`src/common/cachePkg.sv`:
```
`default_nettype none

package cachePkg;

	localparam int addrW = 32; // byte address
	localparam int dataW = 32;

	// cpu holds the request until done
	typedef struct packed {
		logic valid;
		logic write;
		logic [addrW-1:0] addr;
		logic [dataW-1:0] wdata;
	} cpuReqT;

	typedef struct packed {
		logic done; // one cycle
		logic [dataW-1:0] rdata;
	} cpuRespT;

	// wishbone classic, master side
	typedef struct packed {
		logic cyc;
		logic stb;
		logic we;
		logic [addrW-1:0] adr;
		logic [dataW-1:0] datW;
	} wbReqT;

	typedef struct packed {
		logic ack;
		logic [dataW-1:0] datR;
	} wbRespT;

	typedef enum logic [2:0] {
		idle,
		lookup,
		writeBack, // dirty victim out
		refill,
		finish
	} ctrlStateT;

endpackage

`default_nettype wire

```
`src/cache/tagStore.sv`:
```
`timescale 1ns/10ps
`default_nettype none

module tagStore #(
	parameter int numSets = 16,
	parameter int lineWords = 16,
	localparam int idxW = $clog2(numSets),
	localparam int offW = $clog2(lineWords),
	localparam int tagW = cachePkg::addrW - idxW - offW - 2
) (
	input logic clk,
	input logic reset,
	input logic [cachePkg::addrW-1:0] addr,
	output logic hit,
	output logic hitWay,
	output logic victimWay,
	output logic victimDirty,
	output logic [tagW-1:0] victimTag,
	input logic touch,
	input logic setDirty,
	input logic cleanDirty,
	input logic fill,
	input logic way
);
	typedef struct packed {
		logic [tagW-1:0] tag;
		logic [idxW-1:0] idx;
		logic [offW-1:0] off;
		logic [1:0] byteSel;
	} addrFieldsT;

	addrFieldsT a;
	logic [tagW-1:0] tags [2][numSets];
	logic [1:0][numSets-1:0] valid;
	logic [1:0][numSets-1:0] dirty;
	logic [numSets-1:0] lru; // way to evict next
	logic [1:0] wayHit;

	assign a = addr;

	always_comb begin
		for (int w = 0; w < 2; w++)
			wayHit[w] = valid[w][a.idx] && (tags[w][a.idx] == a.tag);
	end

	assign hit = |wayHit;
	assign hitWay = wayHit[1];

	// empty way first, then lru
	always_comb begin
		if (!valid[0][a.idx])
			victimWay = 1'b0;
		else if (!valid[1][a.idx])
			victimWay = 1'b1;
		else
			victimWay = lru[a.idx];
	end

	assign victimDirty = valid[victimWay][a.idx] && dirty[victimWay][a.idx];
	assign victimTag = tags[victimWay][a.idx];

	always_ff @(posedge clk) begin
		if (fill)
			tags[way][a.idx] <= a.tag;
	end

	always_ff @(posedge clk) begin
		if (reset) begin
			valid <= '0;
			dirty <= '0;
			lru <= '0;
		end else begin
			if (fill) begin
				valid[way][a.idx] <= 1'b1;
				dirty[way][a.idx] <= 1'b0;
			end
			if (cleanDirty)
				dirty[way][a.idx] <= 1'b0;
			if (setDirty)
				dirty[way][a.idx] <= 1'b1;
			if (touch || fill)
				lru[a.idx] <= ~way; // other way goes stale
		end
	end

	assert property (@(posedge clk) disable iff (reset) !(wayHit[0] && wayHit[1]));

endmodule

`default_nettype wire

```
`config.mk`:
```
export PLATFORM = sky130hd
export DESIGN_NAME = tagStore
export DESIGN_NICKNAME = d
export VERILOG_FILES = /design/src/common/cachePkg.sv /design/src/cache/tagStore.sv
export SDC_FILE = /design/constraint.sdc
export NUM_CORES = 1
export LEC_CHECK = 0
export ABC_AREA = 0
export BUFFER_PORTS_ARGS = -buffer_cell sky130_fd_sc_hd__clkbuf_2
export CAP_MARGIN = 20
export CORE_MARGIN = 2
export CORE_UTILIZATION = 40
export CTS_BUF_LIST = sky130_fd_sc_hd__clkbuf_4 sky130_fd_sc_hd__clkbuf_8
export CTS_CLUSTER_DIAMETER = 100
export DETAILED_ROUTE_END_ITERATION = 8
export PLACE_DENSITY_LB_ADDON = 0.2
export SLEW_MARGIN = 20
export SYNTH_ARGS = -nofsm -noshare
export SYNTH_HDL_FRONTEND = slang
export SYNTH_SLANG_ARGS = --single-unit
```
`constraint.sdc`:
```
create_clock -name clk -period 3.7 [get_ports clk]
set_clock_uncertainty 0.05 [all_clocks]
set_input_delay 0.37 -clock clk [delete_from_list [all_inputs] [get_ports clk]]
set_output_delay 0.37 -clock clk [all_outputs]
set_load 0.01 [all_outputs]
```
After elaboration in Yosys (flattened, before gate mapping)
Memories as Yosys holds them, arrays and structs flattened.
Cells that the tools add are included.
{ "classes": {"n_lt_le_gt_ge": 7, "reduce_logical": 8, "n_bitwise": 7, "eq_ne": 2, "n_mux": 39} }
{ "op_table": {"columns": ["cell", "count"], "rows": [
  ["$mux W352", 1],
  ["$bmux W22 S4", 3],
  ["$mux W32", 5],
  ["$mux W22", 7],
  ["$demux W22 S4", 1],
  ["$mux W16", 5],
  ["$and A32 B32 Y32", 2],
  ["$or A32 B32 Y32", 2],
  ["$eq A22 B22 Y1", 2],
  ["$not A32 Y32", 1],
  ["$bmux W1 S4", 5],
  ["$bwmux W16", 1],
  ["$demux W16 S1", 1],
  ["$mux W1", 9],
  ["$logic_and A1 B1 Y1", 6],
  ["$ge A5 B5 Y1 const B", 1],
  ["$lt A4 B5 Y1 const B", 1],
  ["$lt A5 B1 Y1 const B", 1],
  ["$not A4 Y5", 1],
  ["$demux W1 S4", 1],
  ["$ge A4 B1 Y1 const B", 1],
  ["$lt A1 B2 Y1 const B", 2],
  ["$reduce_or A2 Y1", 1],
  ["$ge A1 B1 Y1 const B", 1],
  ["other kinds (2)", 2]
]} }
{ "totals": {"mem_bits_rw": 704, "mem_count": 1, "regBits": 80, "wordCells": 69} }
{ "mem_list": {"columns": ["memory", "depth", "word_bits", "read_ports", "rd_clocked_by_memory_dff", "wr", "line", "rtl"], "rows": [
  ["tags", 2, 352, 3, 0, 1, "tagStore.sv:33", "logic [tagW-1:0] tags [2][numSets];"]
]} }

Longest topological paths before layout
{ "depth": {"depth_word": 15, "mapped_depth": 13, "mapped_depth_nobuf": 9} }

Least setup slack after synthesis
OpenSTA, ideal clock, no wires.
{ "synth_timing": {"path_kind": "input -> register", "start": "input port addr[7] (netlist name)", "end": "memory tags[0][0] (netlist name) (enable)", "slack_ps": 96, "n_path_buf": 7, "arrival_time_ps": 3152, "path_stages": 10, "required_ps": 3248, "cell_sequence": "buf_4 > buf_2 > buf_4 > buf_2 > buf_2 > clkbuf_1 > nand2_1 > or2_2 > clkbuf_1 > nor2_1"} }
{ "synth_between": {"elab_chain_len": 6} }
{ "synth_rtl": {"columns": ["item", "line", "rtl"], "rows": [
  ["from (decl)", "tagStore.sv:13", "input logic [cachePkg::addrW-1:0] addr,"],
  ["$not A4 Y5 (not written as such) *", "tagStore.sv:64", "tags[way][a.idx] <= a.tag;"],
  ["$ge A5 B5 Y1 (not written as such) or $lt A5 B1 Y1 (tied branches)", "tagStore.sv:64", null],
  ["$logic_and A1 B1 Y1 (not written as such)", "tagStore.sv:64", null],
  ["$mux W22 (not written as such)", "tagStore.sv:64", null],
  ["$demux W22 S4 *", "tagStore.sv:64", null],
  ["$mux W352 (not written as such) *", "tagStore.sv:64", null],
  ["to (decl)", "tagStore.sv:33", null]
]} }
Every way passes the cells marked *; elsewhere a longest branch is shown, timed or not.

==> flow_summary.json <==
{
  "hold_viol": 0,
  "top_layer": "met5",
  "met1_length_um": 40800,
  "crit_chain": "mux4_2 > mux4_2 > xor2_1 > nor4_2 > nand4_1 > buf_4 > nor3_4 > a41o_1 > buf_2",
  "status": "finished with violations",
  "routed_wirelength_um": 102000,
  "clk_pin_slew_ns": 0.06,
  "crit_type": "flip-flop to output pin",
  "power_mw": 19.1,
  "gp_congestion": 0.846,
  "violations": "setup timing",
  "drtIter0Drc": 2073,
  "htree_levels": 4,
  "design.die.area_um2": 82400,
  "seq_area_frac_synth": 0.709,
  "rows": 103,
  "port_buffers": 58,
  "slowest_stage": "mux4_2",
  "synth_edf_count": 704,
  "area_growth_pct": 24.2,
  "drv_cap": 0,
  "cts_buffers": 135,
  "clock.fmax_ghz": 0.250,
  "initial_utilization": 0.405,
  "synth_cells": 1819,
  "timing.hold.ws_ns": 0.0878,
  "fill_cells": 6520,
  "cts_sinks": 784,
  "place_ws_ns": -0.156,
  "regArea_um2": 22700,
  "tightest_slew_ns": 0.943,
  "die_w_um": 287,
  "crit_family": "multiplexers",
  "powerDensity_nw_per_um2": 480,
  "grtUsageTotal": 0.247,
  "avgRoutedWirePerCell_um": 30.9,
  "drive_gt1_frac": 0.421,
  "yosys_most_used_dff": "edfxtp_1",
  "synth_cell_types": 43,
  "p_leak_nw": 13.2,
  "wl_met3_um": 9140,
  "setup_ws_ns": -0.306,
  "async_reset_ff_frac": 0,
  "grt_pass1_wl_um": 141000,
  "syn_area_um2": 32100,
  "layout_common_cells": "704 x edfxtp_1, 228 x mux4_2, 168 x buf_4",
  "fin_crit_sh": 1.08,
  "die-height_um": 287,
  "start_kind": "flip-flop",
  "antenna_found_initial": 3,
  "critPathCaptureType": "output pin",
  "cts_buffer_depth": 3,
  "rrSetupSlack_ns": 2.88,
  "fin_setup_tns_ns": -6.63,
  "avgSynthCellArea_um2": 17.6,
  "ir_worst_vdd_mv": 0.297,
  "yosys-top-cells-area": "edfxtp_1 66%, mux4_2 16%, dfxtp_1 5.0%, nand2_1 2.7%, a21oi_1 2.2%",
  "ys_ff_latch": 784,
  "max_stage_delay_ns": 0.54,
  "crit_buf_inv": 2,
  "synth_fp_nets": 1858,
  "dpl_cell_area_um2": 35200,
  "vias_per_cell": 5.89,
  "cp.arrival_ns": 3.59,
  "ant_nets": 0,
  "stdcell_area_um2": 39800,
  "critPathMaxFanout": 2,
  "yosysWarnings": 0,
  "ioPinCount": 65,
  "hold_path_class": "primary input to flip-flop",
  "fin_crit_ns": 4.01,
  "yosys.area.top_type": "edfxtp_1",
  "clk_latency_ns": 0.79,
  "yosysTopAreaCellShare": 0.659,
  "drtPass1Iterations": 7,
  "finalSetupViolations": 25,
  "met2WireLength_um": 48100,
  "critical_path_required_ns": 3.28,
  "remaining_drc_errors": 0,
  "slew_viol_final": 0,
  "coreArea_um2": 79100,
  "final_nets": 2182,
  "multiInputGateArea_um2": 9750,
  "grt_pass1_vias": 19300,
  "grt_overflow": 0,
  "grt_start_max_net_pins": 42,
  "final_common_cell": "edfxtp_1",
  "crit_top_cell": "mux4_2",
  "dr_total_vias": 19400,
  "relSlewSlack": 0.365,
  "cts_tree": "done",
  "root_buffer": "clkbuf_8",
  "hpwlAfterDp_um": 55600,
  "rsz0062_at_grt": "yes"
}
==> Yosys cell counts, drive strengths merged, types with 3 or more instances <==
| cell type | number |
|---|---|
| a21oi | 142 |
| or4 | 22 |
| nand3 | 3 |
| mux4 | 232 |
| edfxtp | 704 |
| nor2b | 4 |
| nand2 | 230 |
| xor2 | 25 |
| clkbuf | 54 |
| mux2i | 5 |
| o21ai | 40 |
| a211oi | 8 |
| nand2b | 6 |
| nor4 | 6 |
| a311oi | 12 |
| o211ai | 4 |
| nand4 | 7 |
| dfxtp | 80 |
| buf | 59 |
| a22o | 4 |
| nor2 | 125 |
| or2 | 4 |
| xnor2 | 19 |
| and2 | 7 |
| nor3 | 3 |
| a22oi | 4 |
==> metal layers <==
layer	global-route usage	vias up
met5	0	-
met4	0.0987	2
met3	0.0637	208
met2	0.386	1009
met1	0.331	10300
li1	-	7926
==> report_power, final <==
part | total, mW | internal, mW | switching [mW]
Clock | 7.68 | 4.12 | 3.55
Sequential | 9.78 | 9.75 | 0.0263
Combinational | 1.67 | 0.716 | 0.953
Total | 19.1 | 14.6 | 4.53
==> sequential cells by signal (all words and copies together) (netlist names) <==
register,count
lru,16
valid,32
tags,704
dirty,32
==> cells by family (layout without fill, tap and decap cells) <==
group,after synthesis,after routing,share of synthesized area
buf+inv,114,535,0.0193
xor+xnor,44,44,0.0120
mux,237,237,0.166
simple gates,420,420,0.0555
compound gates,220,220,0.0382
flops,784,784,0.709
other cells,0,1,0
==> worst paths after layout <==
check	start	to	cells past startpoint
max	tags[1][191]	hit	9
min	addr[27]	tags[0][171]	2
max reg2reg	lru[1]	lru[1]	2
min reg2reg	valid[30]	valid[30]	2
==> worst reg2reg max path: stages, from the launching register on <==
cell and delay, ns:
dfxtp_1 0.33, a21oi_1 0.04, a311oi_1 0.28
==> through the flow <==
step                       util  std cells
after floorplan               -       1819
after global placement    0.444       3001
after detailed placement  0.444       3001
after CTS                 0.494       3279
after global routing      0.503       3291
final                     0.503       3291
==> final cells by class <==
cell class | count | area share
flip-flops and latches | 784 | 0.571
multi-input cells | 921 | 0.245
repair buffers | 298 | 0.0842
clock buffers | 180 | 0.0558
well taps | 1050 | 0.0330
clock inverters | 54 | 0.00927
repair inverters | 2 | 0.000786
inverters | 1 | 0.000754
diodes | 1 | 0.0000629
==> repair_timing <==
action                                  CTS  global route
buffers inserted                         20             6
pin swaps                                40            40
gates cloned                             20             7
gates resized for setup                 158           165
endpoints found under the setup margin   25            25
endpoints found under the hold margin    35             0
hold buffers                              4             0
Power figures use the tool's default switching activity.
