File: config.mk
export PLATFORM = sky130hd
export DESIGN_NAME = wbLineMaster
export DESIGN_NICKNAME = d
export VERILOG_FILES = /design/src/common/cachePkg.sv /design/src/logic/wbLineMaster.sv
export SDC_FILE = /design/constraint.sdc
export NUM_CORES = 1
export LEC_CHECK = 0
export BUFFER_PORTS_ARGS = -buffer_cell sky130_fd_sc_hd__buf_2
export CAP_MARGIN = 20
export CORE_AREA = 2 2 80 82
export CTS_BUF_LIST = sky130_fd_sc_hd__clkbuf_4 sky130_fd_sc_hd__clkbuf_8 sky130_fd_sc_hd__clkbuf_16
export DETAILED_ROUTE_END_ITERATION = 10
export DIE_AREA = 0 0 82 84
export GPL_TIMING_DRIVEN = 1
export PLACE_DENSITY = 0.57
export RECOVER_POWER = 25
export SLEW_MARGIN = 30
export SYNTH_ARGS = -nofsm -noshare
export SYNTH_HDL_FRONTEND = slang
export SYNTH_SLANG_ARGS = --single-unit
File: constraint.sdc
create_clock -name clk -period 1.5 [get_ports clk]
set_input_delay 0.075 -clock clk [delete_from_list [all_inputs] [get_ports clk]]
set_output_delay 0.075 -clock clk [all_outputs]
set_load 0.01 [all_outputs]
File: src/common/cachePkg.sv
`default_nettype none

package cachePkg;

	localparam int addrW = 32; // byte address
	localparam int dataW = 32;

	// cpu holds the request until done
	typedef struct packed {
		logic valid;
		logic write;
		logic [addrW-1:0] addr;
		logic [dataW-1:0] wdata;
	} cpuReqT;

	typedef struct packed {
		logic done; // one cycle
		logic [dataW-1:0] rdata;
	} cpuRespT;

	// wishbone classic, master side
	typedef struct packed {
		logic cyc;
		logic stb;
		logic we;
		logic [addrW-1:0] adr;
		logic [dataW-1:0] datW;
	} wbReqT;

	typedef struct packed {
		logic ack;
		logic [dataW-1:0] datR;
	} wbRespT;

	typedef enum logic [2:0] {
		idle,
		lookup,
		writeBack, // dirty victim out
		refill,
		finish
	} ctrlStateT;

endpackage

`default_nettype wire

File: src/logic/wbLineMaster.sv
`timescale 1ns/10ps
`default_nettype none

module wbLineMaster #(
	parameter int lineWords = 16,
	localparam int offW = $clog2(lineWords)
) (
	input logic clk,
	input logic reset,
	input logic start,
	input logic lineWrite,
	input logic [cachePkg::addrW-1:0] lineAddr,
	output cachePkg::wbReqT wbReq,
	input cachePkg::wbRespT wbResp,
	output logic [offW-1:0] wordIdx,
	output logic lineWe,
	output logic [cachePkg::dataW-1:0] lineWdata,
	input logic [cachePkg::dataW-1:0] lineRdata,
	output logic lineDone
);
	import cachePkg::*;

	logic cycQ;
	logic stbQ;
	logic weQ;
	logic doneQ;
	logic [offW-1:0] beat;
	logic lastBeat;

	assign lastBeat = (beat == offW'(lineWords - 1));

	always_ff @(posedge clk) begin
		if (reset) begin
			cycQ <= 1'b0;
			stbQ <= 1'b0;
			weQ <= 1'b0;
			doneQ <= 1'b0;
			beat <= '0;
		end else begin
			doneQ <= 1'b0;
			if (start && !cycQ) begin
				cycQ <= 1'b1;
				stbQ <= 1'b1;
				weQ <= lineWrite;
				beat <= '0;
			end else if (stbQ && wbResp.ack) begin
				stbQ <= 1'b0; // one idle cycle per beat
				if (lastBeat) begin
					cycQ <= 1'b0;
					doneQ <= 1'b1;
				end else
					beat <= beat + 1'b1;
			end else if (cycQ && !stbQ)
				stbQ <= 1'b1;
		end
	end

	assign wbReq.cyc = cycQ;
	assign wbReq.stb = stbQ;
	assign wbReq.we = weQ;
	assign wbReq.adr = {lineAddr[addrW-1:offW+2], beat, 2'b00};
	assign wbReq.datW = lineRdata;

	assign wordIdx = beat;
	assign lineWe = stbQ && wbResp.ack && !weQ; // refill data taken on ack
	assign lineWdata = wbResp.datR;
	assign lineDone = doneQ;

	assert property (@(posedge clk) disable iff (reset) wbReq.stb |-> wbReq.cyc);

	// request held until the slave answers
	assert property (@(posedge clk) disable iff (reset)
		wbReq.stb && !wbResp.ack |=> wbReq.stb && $stable(wbReq.adr) && $stable(wbReq.we));

endmodule

`default_nettype wire

[Word-level counts from Yosys, hierarchy flattened]
Cells that the tools add are included.
Storage, ports and cells
  bits in registers: 8
  word-level logic and storage cells: 30
  output and inout port bits: 105
  input port bits: 101
Operators by class
  bitwise operators: 2
  $add $sub $neg: 1
  equality and inequality tests: 1
  multiplexer cells: 7
  reductions and logical operators: 14
Operators with widths (number)
  $mux 1: 7
  $add 4x1->4 const B: 1
  $eq 4x4->1 const B: 1
  $logic_and 1x1->1: 4
  $reduce_and 2->1: 2
  $reduce_bool 2->1: 2
  $logic_not 1->1: 3
  $reduce_bool 3->1: 1
  $reduce_or 3->1: 1
  $not 1->1: 2
  $reduce_or 2->1: 1

[Logic depth before layout (Yosys ltp)]
Gate-level depths: netlist of the first run.
  word-level depth: 5
  depth in mapped cells: 4
  mapped depth without buffers: 4

[Worst setup path after synthesis of the first run]
Ideal clock, no wire load.
  path type: reg2reg
  start: register beat[0], in the netlist wordIdx[0]
  end: register beat[0], in the netlist wordIdx[0]
  buffers on the path: 0
  slack: 0.202 ns
  data required time: 1.434 ns
  data arrival time: 1.232 ns
  library setup time: 0.066 ns
  stages on the path, launching flop included: 5
  clock period less this slack: 1.298 ns
  cells stage by stage: dfxtp_1 -> ha_1 -> and3_1 -> or3_1 -> a21oi_2
Between the ends
  cells in the longest elaborated chain, start to end: 3
  elaborated cells between the ends (all ways): 4
  classes of those cells: add/sub: 1; eq/ne: 1; bitwise: 1; reduce/logical: 1
RTL lines
  start, declared: RTL line wbLineMaster.sv:27  | logic [offW-1:0] beat;
  start signal, assigned: RTL line wbLineMaster.sv:52  | beat <= beat + 1'b1;
  parallel branches: the longest is 3 deep, another holds $add 4x1->4
Parallel ways; which one is timed is not known.
A chain may end at the register's enable or synchronous reset.

[Worst setup path in the final report of the first run]
Same ends and word-level chain as after synthesis.

==> summary.md, run 1 <==
| Metric | Value |
|---|---|
| Status | `complete, no violations` |
| Post-CTS sizing | `0` |
| First-pass GRT wire length | `2.822 mm` |
| Part of the power in registers | `42.5%` |
| Drt total wl | `1.985 mm` |
| HP Class | `input pin to flip-flop` |
| Inserted Clock Buffers | `3` |
| Routed wl met3 | `407 um` |
| Detailed-router iteration count before antenna repair | `4` |
| Gr ovfl total | `0` |
| Placer Congestion | `0.6948` |
| Post-synthesis sequential area ratio | `14.88%` |
| Synth Warn # | `0` |
| Critical path endpoint category | `flip-flop` |
| Data required time of the critical path | `1660 ps` |
| Final setup viols | `0` |
| Syn Area/Cell | `7.912 um^2` |
| Initial antenna violation count | `0` |
| Largest net degree at the start of global routing | `10` |
| Worst-path fanout max | `6` |
| DIE AREA | `0.006888 mm^2` |
| Peak supply drop | `0.0002313 V` |
| Placement Rows | `29` |
| Switching power total | `126.4 uW` |
| Clk_skew | `0.2172 ps` |
| CORE AREA | `0.006096 mm^2` |
| CTS Hold Bufs | `0` |
| Layout cells sized above 1 | `37.93%` |
| Top Ports | `206` |
| Max Cap Viol | `0` |
| Fillers | `736` |
| IO Port Bufs | `17` |
| Avg Vias per Cell | `3.548` |
| Setup TNS | `0 ps` |
| Mapped cell area | `0.001076 mm^2` |
| Area occupied by multi-input gates | `176.4 um^2` |
| Most common cell after layout, fill and taps aside | `buf_2` |
| Top layer in use | `met4` |
| Antenna-violating nets left | `0` |
| CTS Root Buffer Type | `clkbuf_8` |
| Clock-pin transition on the worst setup and hold timing paths | `40 ps` |
| Initial DRC Count | `51` |
| Area after DPL | `518.0 um^2` |
| Ant. Diodes | `0` |
| Cells after Synth | `136` |
| Wirelength per Cell | `14.70 um` |
| Sw Ratio | `23.26%` |
| Final Max Slew Viols | `0` |
| WL met2 | `787 um` |
| Fmax | `750.1 MHz` |
| Wl on met1 | `529 um` |
| Final Hold Fails | `0` |
| Yosys top cell area share | `69.07%` |
| Starting density of the core | `17.65%` |
| Layout Nets | `162` |
| Final Cell Area | `559.3 um^2` |
| CTS max path bufs | `2` |
| FF+latch count, synth | `8` |
| Worst-Skew Late Latency | `220 ps` |
| Die width | `82 um` |
| DR DRC count | `0` |
| Hpwl dp | `1.633 mm` |
| Fin cells | `135` |
| Dpl cells | `132` |
| Minimum clock period | `1333 ps` |
| Pwr dens | `971.8 mW/mm^2` |
| Number of global-route vias before repair | `436` |
| Cell taking the most area after synthesis | `buf_4` |
| Clk sinks | `8` |
| Main area contributors after synthesis | `buf_4 (69%), dfxtp_1 (15%), o21ai_0 (1.9%)` |
| Via count | `479` |
| Critical path type | `flip-flop to flip-flop` |
| CTS tree | `yes` |
| Final period utilization | `88.88%` |
| Leak | `0.0002344 uW` |
| Startpoint types | `flip-flop` |
| RSZ-0062 raised after global routing | `false` |
| Setup repair bufs after CTS | `0` |
| Pint | `417.1 uW` |
| Total track usage | `5.907%` |
| Register area | `160.2 um^2` |
| CTS H-tree lvls | `1` |
| CP arrival | `1490 ps` |
| Most frequent cells in the layout | `buf_2 (17), dfxtp_1 (8), o21ai_0 (4)` |
| Syn-to-layout area delta | `-48.02%` |
| Clock network fraction of design power | `47.4%` |
| Die Height | `84 um` |
| Combinational fraction of design power | `10.1%` |
| Yosys cell types | `20` |
==> cells in the mapped netlist <==
| cell type | instances |
|---|---|
| buf_4 | 99 |
| dfxtp_1 | 8 |
| o21ai_0 | 4 |
| a21oi_1 | 3 |
| nor3_1 | 3 |
| a31oi_1 | 2 |
| and3_1 | 2 |
| nand2b_1 | 2 |
| nor2_1 | 2 |
| a211oi_1 | 1 |
| a21oi_2 | 1 |
| conb_1 | 1 |
| ha_1 | 1 |
| mux2i_1 | 1 |
| nand2_1 | 1 |
| nand2_2 | 1 |
| nand3_1 | 1 |
| nand4_1 | 1 |
| nor3b_1 | 1 |
| or3_1 | 1 |
==> cell families (layout without fill, tap and decap cells) <==
kind of cell / Yosys count / count (layout) / synth area share [%]
AOI/OAI and AO/OA: 11 / 11 / 5.930
adders and majority gates: 1 / 1 / 1.163
buffers and inverters: 99 / 20 / 69.07
DFF: 8 / 8 / 14.88
muxes: 1 / 1 / 0.9303
other: 1 / 2 / 0.3485
and+or+nand+nor: 15 / 15 / 7.674
==> through the flow <==
stage / hold WS, ps / setup slack, ps / total power [uW] / utilization, %
floorplan: 144.1 / 201.7 / 525.1 / -
global placement: 150.1 / 208.0 / 290.8 / 8.498
detailed placement: 150.1 / 170.7 / 291.5 / 8.498
CTS: 51.95 / 163.8 / 563.4 / 9.175
global route: 66.18 / 80.73 / 586.9 / 9.175
finish: 59.01 / 166.8 / 543.5 / 9.175
==> final timing paths <==
check / from / endpoint / slack [ps] / depth (start not counted)
worst min-delay path: reset / stbQ / 60 / 2
worst max register to register: wordIdx[0] / wordIdx[0] / 170 / 4
worst max-delay path: wordIdx[0] / wordIdx[0] / 170 / 4
worst min register to register: cycQ / cycQ / 500 / 2
==> power by group through the flow <==
stage / combinational (uW) / clock [uW] / sequential [uW]
floorplan: 292 / 0 / 233
global placement: 56.7 / 0 / 234
detailed placement: 56.5 / 0 / 235
CTS: 56.8 / 276 / 231
global route: 60.9 / 294 / 232
finish: 55.0 / 257 / 231
==> sequential cells by signal (all words and copies together), names as in the netlist <==
signal and count:
cycQ 1, stbQ 1, weQ 1, lineDone 1, wordIdx 4
==> critical path: stages, from the launching register on <==
cell and delay [ps]:
dfxtp_1 340, ha_1 260, and3_1 210, or3_1 320
a21oi_2 130
==> per-layer routing <==
metal	global-route usage [%]	up-vias
met3	5.303	48
met5	0	-
li1	-	179
met2	7.095	62
met4	8.485	0
met1	4.572	190
==> area by class of cell <==
| class | count | share of cell area, % |
|---|---|---|
| Sequential cell | 8 | 28.64 |
| Tap cell | 77 | 17.23 |
| Clock buffer | 3 | 7.383 |
| Multi-Input combinational cell | 30 | 31.54 |
| Timing Repair Buffer | 17 | 15.21 |
Power figures use the tool's default switching activity.
==> run 2: changes to the inputs <==
--- a/config.mk
+++ b/config.mk
@@ -7,12 +7,15 @@
 export LEC_CHECK = 0
 export BUFFER_PORTS_ARGS = -buffer_cell sky130_fd_sc_hd__buf_2
 export CAP_MARGIN = 20
-export CORE_AREA = 2 2 80 82
+export CELL_PAD_IN_SITES_DETAIL_PLACEMENT = 1
+export CELL_PAD_IN_SITES_GLOBAL_PLACEMENT = 1
+export CORE_ASPECT_RATIO = 0.5
+export CORE_MARGIN = 1
+export CORE_UTILIZATION = 14
 export CTS_BUF_LIST = sky130_fd_sc_hd__clkbuf_4 sky130_fd_sc_hd__clkbuf_8 sky130_fd_sc_hd__clkbuf_16
 export DETAILED_ROUTE_END_ITERATION = 10
-export DIE_AREA = 0 0 82 84
 export GPL_TIMING_DRIVEN = 1
-export PLACE_DENSITY = 0.57
+export PLACE_DENSITY = 0.77
 export RECOVER_POWER = 25
 export SLEW_MARGIN = 30
 export SYNTH_ARGS = -nofsm -noshare
==> run 2 against run 1 <==
Net effect: clock skew grew 1.4 ps; core utilization shrank 0.81 points; flip-flop and latch count is the same; non-clock buffer count is the same; critical path type unchanged; largest cell class unchanged.
==> summary.md, run 2 (same netlist as run 1, synthesis figures left out) <==
| Metric | Value |
|---|---|
| Avg Vias per Cell | `3.117 (-12%)` |
| HP Class | `input pin to flip-flop` |
| DP Worst Slack | `151.1 ps (-19.59 ps)` |
| Final period utilization | `91.66% (+2.8 points)` |
| IO Port Bufs | `17 (unchanged)` |
| CTS max path bufs | `2 (unchanged)` |
| Max Cap Viol | `0 (unchanged)` |
| Status | `complete, no violations` |
| CTS Root Buffer Type | `clkbuf_16` |
| Layout cells sized above 1 | `37.93% (unchanged)` |
| DIE AREA | `0.008062 mm^2 (+17%)` |
| CORE AREA | `0.007377 mm^2 (+21%)` |
| Sw Ratio | `19.67% (-3.6 points)` |
| Switching power total | `143.8 uW (+14%)` |
| Die Height | `63.99 um (-24%)` |
| First-pass GRT wire length | `2.511 mm (-11%)` |
| Pint | `587.3 uW (+41%)` |
| Initial DRC Count | `12 (-76%)` |
| RSZ-0062 raised after global routing | `false` |
| Setup repair bufs after CTS | `0 (unchanged)` |
| Max reg flops | `4 (unchanged)` |
| Data required time of the critical path | `1660 ps (about the same)` |
| Fmax | `727.3 MHz (-3.0%)` |
| Clock-pin transition on the worst setup and hold timing paths | `40 ps (about the same)` |
| Worst-path fanout max | `6 (unchanged)` |
| CTS tree | `yes` |
| Final setup viols | `0 (unchanged)` |
| DR DRC count | `0 (unchanged)` |
| Largest net degree at the start of global routing | `10 (unchanged)` |
| CTS Hold Bufs | `0 (unchanged)` |
| Antenna-violating nets left | `0 (unchanged)` |
| Part of the power in registers | `31.6% (-11 points)` |
| Placement Rows | `22 (-24%)` |
| Total track usage | `4.218% (-1.7 points)` |
| Setup TNS | `0 ps (unchanged)` |
| Detailed-router iteration count before antenna repair | `4 (unchanged)` |
| Final WS setup | `125.1 ps (-41.71 ps)` |
| Startpoint types | `flip-flop` |
| Post-CTS sizing | `0 (unchanged)` |
| Clk sinks | `8 (unchanged)` |
| Number of global-route vias before repair | `462 (+6.0%)` |
| Initial antenna violation count | `0 (unchanged)` |
| Layout Nets | `162 (unchanged)` |
| Final Cell Area | `616.8 um^2 (+10%)` |
| Most frequent cells in the layout | `buf_2 (17), dfxtp_1 (8), o21ai_0 (4)` |
| Die width | `126.0 um (+54%)` |
| Ant. Diodes | `0 (unchanged)` |
| CP arrival | `1540 ps (+50 ps)` |
| CTS H-tree lvls | `1 (unchanged)` |
| Syn-to-layout area delta | `-42.67%` |
| Clock network fraction of design power | `61.1% (+14 points)` |
| Leak | `0.0002498 uW (+6.6%)` |
| Final Max Slew Viols | `0 (unchanged)` |
| Most common cell after layout, fill and taps aside | `buf_2` |
| Fillers | `885 (+20%)` |
| Clk_skew | `1.634 ps (+1.416 ps)` |
| Gr ovfl total | `0 (unchanged)` |
| Peak supply drop | `0.0002588 V (+12%)` |
| Pwr dens | `1185 mW/mm^2 (+22%)` |
| Hpwl dp | `1.361 mm (-17%)` |
| Worst hold slack | `45.71 ps (-13.31 ps)` |
| Final Hold Fails | `0 (unchanged)` |
| Combinational fraction of design power | `7.2% (-2.9 points)` |
| Inserted Clock Buffers | `3 (unchanged)` |
| Critical path type | `flip-flop to flip-flop` |
| Starting density of the core | `14.59% (-3.1 points)` |
| Top Ports | `206 (unchanged)` |
| Minimum clock period | `1375 ps (+41.71 ps)` |
| Area after DPL | `541.8 um^2 (+4.6%)` |
| Drt total wl | `1.717 mm (-14%)` |
| Placer Congestion | `0.7392 (+6.4%)` |
| Worst-Skew Late Latency | `230 ps (about the same)` |
| Wirelength per Cell | `11.15 um (-24%)` |
| Via count | `480 (+0.21%)` |
| Critical path endpoint category | `flip-flop` |
[run 2: cell types whose count changed in the layout (fill, tap and decap cells not counted)]
| cell | change |
|---|---|
| clkbuf_8 | -3 |
| clkbuf_16 | +3 |
[run 2: worst max-delay path, cell delays in order (launching register included)]
cell and delay [ps]:
dfxtp_1 340, ha_1 270, and3_1 220, or3_1 330
a21oi_2 140
[run 2: worst paths after layout]
kind / startpoint / endpoint / slack (ps) / cells past startpoint
hold / removal: reset / cycQ / 50 / 2
setup reg to reg: wordIdx[0] / wordIdx[0] / 130 / 4
setup / recovery: wordIdx[0] / wordIdx[0] / 130 / 4
hold reg to reg: cycQ / cycQ / 500 / 2
[run 2: cell type report]
type / instances / area, um^2 / area share (%)
Clock buffer: 3 / 75.07 / 12.17
Multi-Input combinational cell: 30 / 176.4 / 28.60
Sequential cell: 8 / 160.2 / 25.96
Tap cell: 96 / 120.1 / 19.47
Timing Repair Buffer: 17 / 85.08 / 13.79
[run 2: power by group through the flow]
stage               Combinational [uW]  Sequential (uW)  Clock, uW
floorplan                          292              233          0
global placement                  52.3              234          0
detailed placement                54.2              235          0
CTS                               54.3              231        454
global route                      59.8              232        470
finish                            53.0              231        447
[run 2: metal layers]
metal | vias up | track usage (%) | part of all wire (%)
li1 | 178 | - | -
met2 | 61 | 6.008 | 45
met3 | 20 | 4.858 | 24
met5 | - | 0 | 0
met1 | 221 | 2.909 | 25
met4 | 0 | 4.066 | 5.2
[run 2: metrics by stage]
| stage | power [uW] | std cells | utilization, % |
|---|---|---|---|
| finish | 731.1 | 154 | 8.362 |
| global route | 762.3 | 154 | 8.362 |
| CTS | 739.7 | 154 | 8.362 |
| detailed placement | 288.9 | 151 | 7.344 |
| global placement | 286.1 | 151 | 7.344 |
| floorplan | 525.1 | 137 | - |
