File: src/common/cachePkg.sv
`default_nettype none

package cachePkg;

	localparam int addrW = 32; // byte address
	localparam int dataW = 32;

	// cpu holds the request until done
	typedef struct packed {
		logic valid;
		logic write;
		logic [addrW-1:0] addr;
		logic [dataW-1:0] wdata;
	} cpuReqT;

	typedef struct packed {
		logic done; // one cycle
		logic [dataW-1:0] rdata;
	} cpuRespT;

	// wishbone classic, master side
	typedef struct packed {
		logic cyc;
		logic stb;
		logic we;
		logic [addrW-1:0] adr;
		logic [dataW-1:0] datW;
	} wbReqT;

	typedef struct packed {
		logic ack;
		logic [dataW-1:0] datR;
	} wbRespT;

	typedef enum logic [2:0] {
		idle,
		lookup,
		writeBack, // dirty victim out
		refill,
		finish
	} ctrlStateT;

endpackage

`default_nettype wire

File: src/cache/cacheControl.sv
`timescale 1ns/10ps
`default_nettype none

module cacheControl #(
	parameter int numSets = 16,
	parameter int lineWords = 16,
	localparam int idxW = $clog2(numSets),
	localparam int offW = $clog2(lineWords),
	localparam int tagW = cachePkg::addrW - idxW - offW - 2
) (
	input logic clk,
	input logic reset,
	input cachePkg::cpuReqT cpuReq,
	output cachePkg::cpuRespT cpuResp,
	input logic hit,
	input logic hitWay,
	input logic victimWay,
	input logic victimDirty,
	input logic [tagW-1:0] victimTag,
	input logic [cachePkg::dataW-1:0] rdata,
	output logic start,
	output logic lineWrite,
	output logic [cachePkg::addrW-1:0] lineAddr,
	output logic lineWay,
	input logic lineDone,
	output logic touch,
	output logic setDirty,
	output logic cleanDirty,
	output logic fill,
	output logic accessWay,
	output logic cpuWrite
);
	import cachePkg::*;

	ctrlStateT state;
	logic wayQ;
	logic startQ;
	logic hitDone;
	logic [addrW-1:0] refillAddr;
	logic [addrW-1:0] wbAddr;

	assign refillAddr = {cpuReq.addr[addrW-1:offW+2], {(offW + 2){1'b0}}};
	assign wbAddr = {victimTag, cpuReq.addr[offW+2 +: idxW], {(offW + 2){1'b0}}};

	assign hitDone = (state == lookup) && hit;

	always_ff @(posedge clk) begin
		if (reset) begin
			state <= idle;
			startQ <= 1'b0;
		end else begin
			startQ <= 1'b0;
			case (state)
				idle: begin
					if (cpuReq.valid)
						state <= lookup;
				end
				lookup: begin
					if (!hit) begin
						startQ <= 1'b1;
						state <= victimDirty ? writeBack : refill;
					end else
						state <= idle;
				end
				writeBack: begin
					if (lineDone) begin
						startQ <= 1'b1; // straight into the refill
						state <= refill;
					end
				end
				refill: begin
					if (lineDone)
						state <= finish;
				end
				finish: state <= idle;
				default: state <= idle;
			endcase
		end
	end

	// way picked while idle, arrays do not change before lookup
	always_ff @(posedge clk) begin
		if (state == idle && cpuReq.valid)
			wayQ <= hit ? hitWay : victimWay;
		if (state == lookup && !hit)
			lineAddr <= victimDirty ? wbAddr : refillAddr;
		else if (state == writeBack && lineDone)
			lineAddr <= refillAddr;
	end

	assign start = startQ;
	assign lineWrite = (state == writeBack);
	assign lineWay = wayQ;
	assign accessWay = wayQ;

	assign touch = hitDone;
	assign cpuWrite = (hitDone || state == finish) && cpuReq.write;
	assign setDirty = cpuWrite;
	assign cleanDirty = (state == writeBack) && lineDone;
	assign fill = (state == refill) && lineDone; // tag, valid, lru

	assign cpuResp.done = hitDone || (state == finish);
	assign cpuResp.rdata = rdata;

	assert property (@(posedge clk) disable iff (reset)
		cpuResp.done |=> !cpuResp.done);

	assert property (@(posedge clk) disable iff (reset)
		start |-> (state == writeBack || state == refill));

endmodule

`default_nettype wire

File: config.mk
export PLATFORM = sky130hd
export DESIGN_NAME = cacheControl
export DESIGN_NICKNAME = d
export VERILOG_FILES = /design/src/common/cachePkg.sv /design/src/cache/cacheControl.sv
export SDC_FILE = /design/constraint.sdc
export NUM_CORES = 1
export LEC_CHECK = 0
export BUFFER_PORTS_ARGS = -buffer_cell sky130_fd_sc_hd__buf_2
export CORE_MARGIN = 5
export CORE_UTILIZATION = 30
export DETAILED_ROUTE_END_ITERATION = 12
export PLACE_DENSITY = 0.81
export SETUP_SLACK_MARGIN = 0.02
export SLEW_MARGIN = 15
export SYNTH_ARGS = -nofsm -noshare
export SYNTH_HDL_FRONTEND = slang
export SYNTH_SLANG_ARGS = --single-unit
File: constraint.sdc
create_clock -name clk -period 2.1 [get_ports clk]
set_input_delay 0.63 -clock clk [delete_from_list [all_inputs] [get_ports clk]]
set_output_delay 0.63 -clock clk [all_outputs]
set_load 0.02 [all_outputs]
---- After elaboration in Yosys (flattened, before gate mapping) ----
Cells that the tools add are included.
word-level totals
  register bits after elaboration ......... 37
  input bits .............................. 127
  word-level logic and storage cells ...... 35
cells by class
  eq/ne operators ......................... 7
  multiplexer cells ....................... 13
  reductions and logical operators ........ 11
operators by type and width
  cell                                            count
  two-way mux 32 bit                              3
  one-hot mux 3 bit (4 select lines)              1
  two-way mux 3 bit                               3
  == test 3 x 2 -> 1 bit (second input constant)  2
  logical AND 1 bit                               6
  two-way mux 1 bit                               4
  != test 2 bit (second input constant)           2
  == test 3 x 1 -> 1 bit (second input constant)  1
  == test 3 bit (second input constant)           1
  zero test 3 bit                                 1
  AND reduction 3 bit                             1
  two-way mux 2 bit                               1
  != test 2 x 1 -> 1 bit (second input constant)  1
  one-hot mux 1 bit (2 select lines)              1
  nonzero test 2 bit                              1
  zero test 1 bit                                 1
  logical OR 1 bit                                1

---- Longest topological paths before layout ----
Gate-level depths: netlist of run 1.
  depth after elaboration ................. 4
  mapped depth ............................ 5

---- Least setup slack after synthesis of run 1 ----
Ideal clock, no wire load.
  path type ............................... input-to-reg
  from .................................... input port hit
  to ...................................... register lineAddr[10] (netlist bit), enable pin
  library setup time ...................... 0.393 ns
  data arrival time ....................... 1.844 ns
  required time ........................... 1.707 ns
  path slack .............................. -0.136 ns
  stages .................................. 2
  cells stage by stage .................... or3b_1 a21oi_2
between the ends
  cells in the longest elaborated chain, start to end .. 3
ends and longest elaborated chain
  element                              RTL line            text
  start: declaration                   cacheControl.sv:15  input logic hit,
  zero test 1 bit                      cacheControl.sv:85  if (state == lookup && !hit)
  logical AND 1 bit                    cacheControl.sv:85
  nonzero test 2 bit (no source line)  n/a
  end signal: assignment               cacheControl.sv:86  lineAddr <= victimDirty ? wbAddr : refillAddr;
  end signal: assignment               cacheControl.sv:88  lineAddr <= refillAddr;
  end: declaration                     cacheControl.sv:23  output logic [cachePkg::addrW-1:0] lineAddr,
Every way passes these cells.
A chain may end at the register's enable or synchronous reset.

---- Final worst setup path of run 1 ----
  from .................................... input port hit
  to ...................................... output port setDirty
between the ends
  cells in the longest elaborated chain, start to end .. 3
ends and longest elaborated chain
  element            RTL line            text
  logical AND 1 bit  cacheControl.sv:45  assign hitDone = (state == lookup) && hit;
  logical OR 1 bit   cacheControl.sv:97  assign cpuWrite = (hitDone || state == finish) && cpuReq.write;
  logical AND 1 bit  cacheControl.sv:97
  end: declaration   cacheControl.sv:27  output logic setDirty,
Every way passes these cells.

==> reports/summary.log, run 1 <==
INFO  routing        drcViolationCount=0
INFO  sta            grt_setup_unrepaired=no
INFO  finish         layout-area-overhead-vs-synth=22.5%
INFO  die            initial_utilization=31.3%
INFO  die            num_rows=27
INFO  synthesis      synth.area.top_cells=sky130_fd_sc_hd__edfxtp_1, sky130_fd_sc_hd__buf_4, sky130_fd_sc_hd__mux2_4
INFO  grt            grt-busiest-layer=met2
INFO  placement      port-buffer-count=92
INFO  die            floorplan.die.width=86.5microns
INFO  sta            final-max-slew-violation-count=0
INFO  routing        detailedRoute.firstIterationViolations=16
INFO  grt            use_met3=3.52%
INFO  cts            ctsHoldBuffers=0
INFO  grt            globalRouteTotalUtil=8.86%
INFO  cts            tritoncts_sinks=31
INFO  grt            global_route_wire_length_before_repair=4.94mm
INFO  cts            cts_post_setup_buffers_inserted=0
INFO  synthesis      asyncSetResetFlopFracSynth=0%
INFO  synthesis      netlist.top_cell.by_area=sky130_fd_sc_hd__edfxtp_1
INFO  worst_setup_path crit_path_capture_type=output pin
INFO  synthesis      ys.flop_type=sky130_fd_sc_hd__edfxtp_1
INFO  placement      gp_congestion=0.694
INFO  finish         final_net_count=314
INFO  cts            cts_max_path_buffers=2
INFO  grt            antenna_found_initial=0
INFO  synthesis      synth_largest_type_area_fraction=46.2%
INFO  grt            grt_overflow_total=0
INFO  worst_setup_path timing.critical_path.required=1470ps
INFO  cts            cts_clk_pin_slew_worst_paths=60ps
INFO  synthesis      yosys-top-cells-count=sky130_fd_sc_hd__buf_4, sky130_fd_sc_hd__edfxtp_1, sky130_fd_sc_hd__mux2_4
INFO  routing        viasPerCell=4.23
INFO  grt            grt_max_degree=28
INFO  sta            finalHoldViolations=0
INFO  outcome        status=completed
INFO  synthesis      synthesis.area=1750squm
INFO  grt            use_met1=9.49%
INFO  sta            clock-skew-final=6.88ps
INFO  power          power.total=0.00161W
INFO  finish         antenna-diode-count=0
INFO  die            die_y=86.5microns
INFO  synthesis      synth_enable_flop_cells=27
INFO  power          power.ir.vdd_worst=0.000289V
INFO  finish         multi_input_combinational_cell_area=553squm
INFO  synthesis      syn_inst=125
INFO  sta            period_minus_slack=1960ps
INFO  placement      post_dp_cell_area=2040squm
INFO  finish         final_layout_size_suffix_gt1_share=70.2%
INFO  cts            clockRootBuffer=sky130_fd_sc_hd__clkbuf_8
INFO  grt            first_global_vias=1016
INFO  routing        drtAntennaViolNets=0
INFO  synthesis      ys_seq_area_share=50.8%
INFO  worst_setup_path critical_path_arrival=1330ps
INFO  die            core_region_area=5610squm
INFO  placement      place_hpwl=2.94mm
INFO  sta            tns=0ps
INFO  sta            setup_viol=0
INFO  cts            htreeDepth=2
INFO  synthesis      syn_avg_cell_area=14.0squm
INFO  cts            cts_buffers=5
INFO  routing        detail_route.wirelength=3.62mm
INFO  finish         regArea=895squm
INFO  synthesis      yosysMostFrequentCell=sky130_fd_sc_hd__buf_4
INFO  worst_setup_path cp_max_fo=6
INFO  hold_path      holdCritPathClass=input pin to flop
INFO  synthesis      yosys_warnings=0
INFO  power          static-leakage-power=1.02nW
INFO  routing        detailroute.via_count=1100
INFO  die            pin_count=201
INFO  finish         finalCoreUtilization=38.3%
INFO  die            design.die.area=7480squm
INFO  finish         final_area=2150squm
INFO  routing        dr.pass1.iters=4
INFO  cts            clk-insertion-delay-late=270ps
INFO  synthesis      synth_cell_types=26
INFO  finish         n_fill_cell=533
INFO  worst_setup_path worst-setup-path-type=input pin to output pin
INFO  sta            period_share=93.3%
INFO  synthesis      synth.ff_latch_count=31
INFO  worst_setup_path worst_setup_path_start_kind=input pin
INFO  sta            maxClockFrequency=510MHz
INFO  routing        post_drt_wl_per_cell=13.9microns
INFO  grt            met2_usage=14.3%
INFO  power          powerDensity=748nW/um^2
INFO  job            cap_viol_max_count=0
INFO  cts            clock_tree_from_tritoncts=built
[metal layers]
metal  wire length, microns  share of wire [%]
met1                   1280                 35
met2                   1610                 44
met3                    598                 17
met4                    136                3.8
met5                      0                  0
[report_power, final]
| group | total (W) | internal [W] | switching [W] |
|---|---|---|---|
| logic | 0.000308 | 0.000145 | 0.000163 |
| registers | 0.000752 | 0.000729 | 0.0000226 |
| clock network | 0.000548 | 0.000347 | 0.000201 |
[per-stage QoR]
| stage | setup slack, ps | hold slack [ps] | cells |
|---|---|---|---|
| global route | 59.7 | 523 | 260 |
| detailed placement | 120 | 618 | 252 |
| floorplan | 61.8 | 589 | 130 |
| finish | 141 | 532 | 260 |
| CTS | 48.5 | 520 | 260 |
| global placement | 134 | 621 | 252 |
[layout by cell type, fill, tap and decap left out, types with 3 or more instances in the layout]
| cell | n |
|---|---|
| sky130_fd_sc_hd__nor3_1 | 3 |
| sky130_fd_sc_hd__mux2_2 | 3 |
| sky130_fd_sc_hd__mux2_4 | 20 |
| sky130_fd_sc_hd__edfxtp_1 | 27 |
| sky130_fd_sc_hd__dfxtp_2 | 3 |
| sky130_fd_sc_hd__buf_2 | 92 |
| sky130_fd_sc_hd__clkbuf_8 | 5 |
| sky130_fd_sc_hd__conb_1 | 6 |
[cell families after synthesis]
kind of cell	after synthesis	synth area share (%)
buffers and inverters	45	19.5
other	1	0.214
and+or+nand+nor	19	7.92
AOI/OAI and AO/OA	6	2.57
muxes	23	19.0
DFF	31	50.8
[layout make-up]
| cell class | count | area share, % |
|---|---|---|
| clock buffer | 5 | 3.20 |
| tap | 72 | 4.19 |
| multi-input combinational | 54 | 25.7 |
| inverter | 1 | 0.175 |
| clock inverter | 3 | 1.80 |
| timing repair buffer | 94 | 23.3 |
| sequential | 31 | 41.6 |
[worst max-delay path: stages]
cell and delay, ps:
sky130_fd_sc_hd__buf_2 140, sky130_fd_sc_hd__nand3b_1 100, sky130_fd_sc_hd__a21oi_2 150, sky130_fd_sc_hd__and2_2 150, sky130_fd_sc_hd__buf_2 150
[sequential cells by signal (all words and copies together) (netlist names)]
| name | count |
|---|---|
| start | 1 |
| state | 3 |
| accessWay | 1 |
| lineAddr | 26 |
[final timing paths]
check | startpoint | to | slack [ps] | depth (start not counted)
worst max-delay path | hit | setDirty | 140 | 5
worst max register to register | state[0] | lineAddr[31] | 520 | 3
worst min-delay path | cpuReq[41] | lineAddr[9] | 530 | 1
worst min register to register | state[2] | state[1] | 560 | 1
[what timing repair did]
item                       4_1_cts  5_1_grt
resized for setup                1        2
setup endpoints to repair        2        5
gates cloned                     0        0
No activity file was read; power rests on OpenSTA's default activity.
==> run 2, diff against run 1 <==
- BUFFER_PORTS_ARGS: -buffer_cell sky130_fd_sc_hd__buf_2 -> unset
- CELL_PAD_IN_SITES_DETAIL_PLACEMENT: unset -> 1
- CELL_PAD_IN_SITES_GLOBAL_PLACEMENT: unset -> 2
- CORE_ASPECT_RATIO: unset -> 0.9
- CORE_UTILIZATION: 30 -> 29
- DONT_BUFFER_PORTS: unset -> 1
- PLACE_DENSITY: 0.81 -> 0.79
==> run 2 against run 1 <==
- count of clock-buffer cells in the layout rose by 2
- sequential power rose by 8.0%
- clock skew fell by 2.7 ps
- hold slack got worse by 110 ps
- cell count fell by 35%
- power fell by 13%
- combinational power fell by 46%
- critical endpoint unchanged
==> reports/summary.log, run 2 (same netlist as run 1, synthesis figures left out) <==
INFO  power          powerDensity=839nW/um^2 [+12%]
INFO  finish         mostFrequentLayoutCells=sky130_fd_sc_hd__edfxtp_1, sky130_fd_sc_hd__mux2_4, sky130_fd_sc_hd__conb_1
INFO  routing        detailroute.via_count=795 [-28%]
INFO  sta            clock-skew-final=4.17ps [-2.70 ps]
INFO  cts            clock_tree_from_tritoncts=built
INFO  power          static-leakage-power=0.647nW [-37%]
INFO  sta            postLayoutSetupSlackWorst=159ps [+18.3 ps]
INFO  grt            grt_overflow_total=0 [unchanged]
INFO  sta            finalHoldViolations=0 [unchanged]
INFO  routing        drcViolationCount=0 [unchanged]
INFO  finish         n_fill_cell=620 [+16%]
INFO  die            pin_count=201 [unchanged]
INFO  finish         reg_top3=lineAddr x26, state x3
INFO  cts            clk-insertion-delay-late=270ps [about the same]
INFO  finish         final_layout_size_suffix_gt1_share=42.4% [-28 points]
INFO  finish         largest_register_ffs=26 [unchanged]
INFO  worst_setup_path critPathSlowestCell=sky130_fd_sc_hd__dfxtp_2
INFO  routing        detail_route.wirelength=3.89mm [+7.5%]
INFO  die            die_y=83.8microns [-3.1%]
INFO  worst_setup_path rr_worst_depth=3 [unchanged]
INFO  sta            period_share=92.4% [-0.87 points]
INFO  worst_setup_path critical_path_arrival=1310ps [-20 ps]
INFO  cts            cts_post_setup_buffers_inserted=0 [unchanged]
INFO  finish         mostFrequentLayoutCell=sky130_fd_sc_hd__edfxtp_1
INFO  job            cap_viol_max_count=0 [unchanged]
INFO  placement      gp_congestion=0.659 [-5.1%]
INFO  hold_path      worst_hold_path.num_cells=1 [unchanged]
INFO  grt            globalRouteTotalUtil=9.65% [+0.79 points]
INFO  worst_setup_path crit_path_capture_type=output pin
INFO  cts            ctsHoldBuffers=0 [unchanged]
INFO  worst_setup_path worst-setup-path-type=flop to output pin
INFO  cts            clockRootBuffer=sky130_fd_sc_hd__clkbuf_8
INFO  finish         final_net_count=225 [-28%]
INFO  cts            htreeDepth=2 [unchanged]
INFO  hold_path      holdCritPathClass=input pin to flop
INFO  sta            grt_setup_unrepaired=no
INFO  die            floorplan.die.width=92.0microns [+6.4%]
INFO  placement      post-place-ws=154ps [+34.3 ps]
INFO  sta            setup_viol=0 [unchanged]
INFO  finish         layout-area-overhead-vs-synth=-4.78%
INFO  worst_setup_path cp.depth=3 [-2]
INFO  worst_setup_path worst_setup_path_start_kind=flop
INFO  power          power.total=0.00140W [-13%]
INFO  sta            period_minus_slack=1940ps [-18.3 ps]
INFO  routing        drtAntennaViolNets=0 [unchanged]
INFO  cts            cts_max_path_buffers=2 [unchanged]
INFO  worst_setup_path timing.critical_path.required=1470ps [about the same]
INFO  sta            slew_headroom=61.7%
INFO  placement      place_hpwl=3.14mm [+7.0%]
INFO  sta            final-max-slew-violation-count=0 [unchanged]
INFO  finish         largest_reg_by_ff_count=lineAddr
INFO  routing        post_drt_wl_per_cell=23.0microns [+65%]
INFO  worst_setup_path reg2reg_setup_slack=360ps [-160 ps]
INFO  worst_setup_path slowest_delay=380ps [+230 ps]
INFO  grt            antenna_found_initial=0 [unchanged]
INFO  grt            grt_max_degree=28 [unchanged]
INFO  sta            tns=0ps [unchanged]
INFO  worst_setup_path worst_path_dominant_cell_family=simple AND/OR/NAND/NOR gates
INFO  die            design.die.area=7710squm [+3.1%]
INFO  outcome        status=completed
INFO  worst_setup_path buffers_inverters_on_critical_path=0 [-2]
INFO  worst_setup_path cp_max_fo=8 [+2]
INFO  finish         antenna-diode-count=0 [unchanged]
INFO  die            core_region_area=5790squm [+3.3%]
INFO  die            num_rows=26 [-3.7%]
INFO  die            initial_utilization=30.3% [-0.99 points]
INFO  cts            cts_clk_pin_slew_worst_paths=60ps [about the same]
INFO  cts            cts_buffers=5 [unchanged]
INFO  sta            max_slew.worst_pin.slew=574ps
INFO  routing        viasPerCell=4.70 [+11%]
INFO  routing        dr.pass1.iters=4 [unchanged]
INFO  worst_setup_path cells_along_the_critical_path=nand3b_1, a21oi_2, and2_2
INFO  placement      port-buffer-count=0 [-100%]
INFO  power          power.ir.vdd_worst=0.000182V [-37%]
INFO  grt            first_global_vias=887 [-13%]
INFO  routing        detailedRoute.firstIterationViolations=14 [-2]
INFO  sta            maxClockFrequency=515MHz [+0.94%]
INFO  grt            global_route_wire_length_before_repair=5.64mm [+14%]
INFO  cts            tritoncts_sinks=31 [unchanged]
[run 2: changes by cell type in the layout (fill, tap and decap cells not counted), sizes merged]
cell	change
clkinv	-1
bufinv	-1
buf	-89
clkbuf	+2
[run 2: where the power goes]
group / switching [W] / internal, W / leakage, nW
Clock: 0.000192 / 0.000232 / 0.0422
Combinational: 0.0000819 / 0.0000834 / 0.322
Sequential: 0.0000788 / 0.000733 / 0.283
Total: 0.000353 / 0.00105 / 0.647
[run 2: through the flow]
stage / hold WS (ps) / cells / util (%) / area [sq um]
3_3_place_gp: 598 / 161 / 27.4 / 1590
2_1_floorplan: 589 / 130 / - / 1790
3_5_place_dp: 613 / 161 / 27.4 / 1590
6_report: 417 / 169 / 28.8 / 1670
4_1_cts: 409 / 169 / 28.8 / 1670
5_1_grt: 405 / 169 / 28.8 / 1670
[run 2: routing by layer]
layer / global-route usage (%) / share of wire (%) / vias up
met1: 8.85 / 33 / 359
met4: 7.83 / 5.6 / 0
met3: 4.06 / 10 / 32
met2: 16.5 / 51 / 62
li1: - / - / 342
met5: 0 / 0 / -
[run 2: timing repair]
item	CTS	global route
hold endpoints to repair	0	0
resized for setup	0	3
setup endpoints to repair	0	5
[run 2: cell type report]
| class | instances | area [sq um] | share of cell area [%] |
|---|---|---|---|
| flip-flops and latches | 31 | 895 | 53.6 |
| clock inverters | 1 | 5.00 | 0.300 |
| inverters | 1 | 3.75 | 0.225 |
| well taps | 70 | 87.6 | 5.24 |
| repair buffers | 5 | 50.0 | 3.00 |
| clock buffers | 7 | 76.3 | 4.57 |
| multi-input cells | 54 | 553 | 33.1 |
[run 2: worst paths after layout]
check | from | end
worst max-delay path | state[2] | setDirty
worst min-delay path | reset | state[1]
worst max register to register | state[2] | lineAddr[21]
worst min register to register | state[2] | state[1]
[run 2: worst reg2reg max path, stage by stage (launching register included)]
cell and delay, ps:
sky130_fd_sc_hd__dfxtp_2 380, sky130_fd_sc_hd__nor2_4 150, sky130_fd_sc_hd__nand4b_4 470, sky130_fd_sc_hd__mux2_4 500
==> run 3, diff against run 2 <==
- CELL_PAD_IN_SITES_GLOBAL_PLACEMENT: 2 -> 1
- CORE_AREA: unset -> 5 5 75 77
- CORE_ASPECT_RATIO: 0.9 -> unset
- CORE_MARGIN: 5 -> unset
- CORE_UTILIZATION: 29 -> unset
- CTS_CLUSTER_DIAMETER: unset -> 150
- DIE_AREA: unset -> 0 0 80 82
- PLACE_DENSITY: 0.79 -> 0.73
- clock period: 2.1 -> 2.5 ns (I/O delays scaled with it)
==> run 3 against run 2 <==
- first-iteration DRC count grew 64%
- power shrank 4.8%
- clock power is 22% higher
- highest routed layer unchanged
- core utilization up 5.8 points
- cell count grew 0.59%
- final area up 2.5%
- wire length is 22% higher
- global-route usage up 4.2 points
- worst setup slack gained 150 ps
- flip-flop and latch count stayed put
==> reports/summary.log, run 3 (same netlist as run 1, synthesis figures left out) <==
INFO  cts            post_cts.resized_instances=0 [unchanged]
INFO  worst_setup_path worst_setup_path_start_kind=flop
INFO  sta            period_minus_slack=2190ps
INFO  worst_setup_path slowest_delay=410ps [+30 ps]
INFO  die            num_rows=26 [unchanged]
INFO  grt            antenna_found_initial=0 [unchanged]
INFO  finish         largest_register_ffs=26 [unchanged]
INFO  finish         mostFrequentLayoutCells=sky130_fd_sc_hd__edfxtp_1, sky130_fd_sc_hd__mux2_4, sky130_fd_sc_hd__conb_1, sky130_fd_sc_hd__clkbuf_8, sky130_fd_sc_hd__buf_4
INFO  sta            setup_viol=0 [unchanged]
INFO  cts            cts_post_setup_buffers_inserted=0 [unchanged]
INFO  grt            first_global_vias=934 [+5.3%]
INFO  worst_setup_path reg2reg_setup_slack=790ps [+430 ps]
INFO  worst_setup_path critical_path_arrival=1440ps [+130 ps]
INFO  cts            cts_buffers=5 [unchanged]
INFO  worst_setup_path cells_along_the_critical_path=nand3b_1, a21oi_1, and2_1, buf_12
INFO  routing        post_drt_wl_per_cell=27.9microns [+21%]
INFO  cts            clockRootBuffer=sky130_fd_sc_hd__clkbuf_8
INFO  grt            grt_max_degree=15 [-46%]
INFO  placement      gp_congestion=0.699 [+6.1%]
INFO  cts            cts_max_path_buffers=2 [unchanged]
INFO  finish         antenna-diode-count=0 [unchanged]
INFO  sta            finalHoldViolations=0 [unchanged]
INFO  die            initial_utilization=35.5% [+5.2 points]
INFO  routing        detail_route.wirelength=4.74mm [+22%]
INFO  cts            clock_tree_from_tritoncts=built
INFO  worst_setup_path crit_path_capture_type=output pin
INFO  finish         final_net_count=226 [+0.44%]
INFO  die            design.die.area=6560squm [-15%]
INFO  finish         n_fill_cell=537 [-13%]
INFO  routing        drtAntennaViolNets=0 [unchanged]
INFO  sta            period_share=87.8%
INFO  power          power.ir.vdd_worst=0.000322V [+77%]
INFO  cts            ctsHoldBuffers=0 [unchanged]
INFO  grt            globalRouteTotalUtil=13.8% [+4.2 points]
INFO  sta            grt_setup_unrepaired=no
INFO  job            cap_viol_max_count=0 [unchanged]
INFO  power          static-leakage-power=0.673nW [+4.1%]
INFO  routing        drcViolationCount=0 [unchanged]
INFO  routing        viasPerCell=4.84 [+2.8%]
INFO  worst_setup_path worst-setup-path-type=flop to output pin
INFO  finish         mostFrequentLayoutCell=sky130_fd_sc_hd__edfxtp_1
INFO  sta            final-max-slew-violation-count=0 [unchanged]
INFO  sta            maxClockFrequency=456MHz
INFO  sta            tns=0ps [unchanged]
INFO  sta            clock-skew-final=12.1ps [+7.93 ps]
INFO  cts            htreeDepth=2 [unchanged]
INFO  finish         largest_reg_by_ff_count=lineAddr
INFO  worst_setup_path critPathSlowestCell=sky130_fd_sc_hd__dfxtp_1
INFO  die            die_y=82microns [-2.1%]
INFO  placement      place_hpwl=4.01mm [+28%]
INFO  finish         reg_top3=lineAddr x26, state x3
INFO  die            core_region_area=4940squm [-15%]
INFO  outcome        status=completed
INFO  finish         finalCoreUtilization=34.6% [+5.8 points]
INFO  die            floorplan.die.width=80microns [-13%]
INFO  grt            global_route_wire_length_before_repair=6.29mm [+11%]
INFO  routing        detailedRoute.firstIterationViolations=23 [+9]
INFO  die            pin_count=201 [unchanged]
INFO  placement      port-buffer-count=0 [unchanged]
INFO  cts            cts_clk_pin_slew_worst_paths=80ps [+20 ps]
INFO  cts            tritoncts_sinks=31 [unchanged]
INFO  grt            grt_overflow_total=0 [unchanged]
INFO  finish         layout-area-overhead-vs-synth=-2.43%
INFO  worst_setup_path timing.critical_path.required=1750ps [+280 ps]
INFO  power          powerDensity=780nW/um^2 [-7.1%]
INFO  routing        dr.pass1.iters=2 [-2]
INFO  finish         final_layout_size_suffix_gt1_share=41.0% [-1.4 points]
INFO  worst_setup_path cp_max_fo=8 [unchanged]
INFO  hold_path      holdCritPathClass=input pin to flop
INFO  cts            clk-insertion-delay-late=280ps [about the same]
INFO  routing        detailroute.via_count=822 [+3.4%]
## run 3: stage by stage
stage | area [sq um] | hold slack (ps) | setup slack, ps | instances | total power (W)
finish | 1710 | 528 | 305 | 170 | 0.00133
global route | 1710 | 512 | 150 | 170 | 0.00139
CTS | 1710 | 518 | 193 | 170 | 0.00135
detailed placement | 1590 | 627 | 381 | 162 | 0.000832
global placement | 1590 | 590 | 404 | 162 | 0.000824
floorplan | 1770 | 564 | 27.9 | 130 | 0.000883
## run 3: final cells by class
type / count / area, sq um / share of cell area, %
clock buffer: 6 / 82.6 / 4.82
inverter: 1 / 3.75 / 0.219
multi-input combinational: 54 / 541 / 31.6
clock inverter: 2 / 35.0 / 2.05
tap: 70 / 87.6 / 5.12
timing repair buffer: 6 / 70.1 / 4.09
sequential: 31 / 892 / 52.1
## run 3: worst max-delay path: cells and delay by family (launching register included)
kind	cells	cell delay [ps]
buffers and inverters	1	140
AOI/OAI and AO/OA	1	210
and+or+nand+nor	2	400
DFF	1	410
## run 3: metal layers
layer  vias to the layer above  GRT usage [%]  wire length, microns
li1                        344              -                     -
met1                       394           13.5                  1580
met2                        76           24.3                  2590
met3                         8           8.00                   514
met5                         -              0                     0
met4                         0           5.24                    59
## run 3: where the power goes
group	leakage (nW)	internal [W]	total [W]	switching, W
clock	0.0612	0.000323	0.000516	0.000193
combinational	0.330	0.0000679	0.000135	0.0000673
sequential	0.282	0.000615	0.000683	0.0000681
total	0.673	0.00101	0.00133	0.000329
## run 3: final timing paths
kind / cells after the start / end / from
min reg2reg: 2 / state[2] / state[0]
min: 1 / state[1] / reset
max reg2reg: 4 / lineAddr[20] / state[1]
max: 4 / setDirty / state[2]
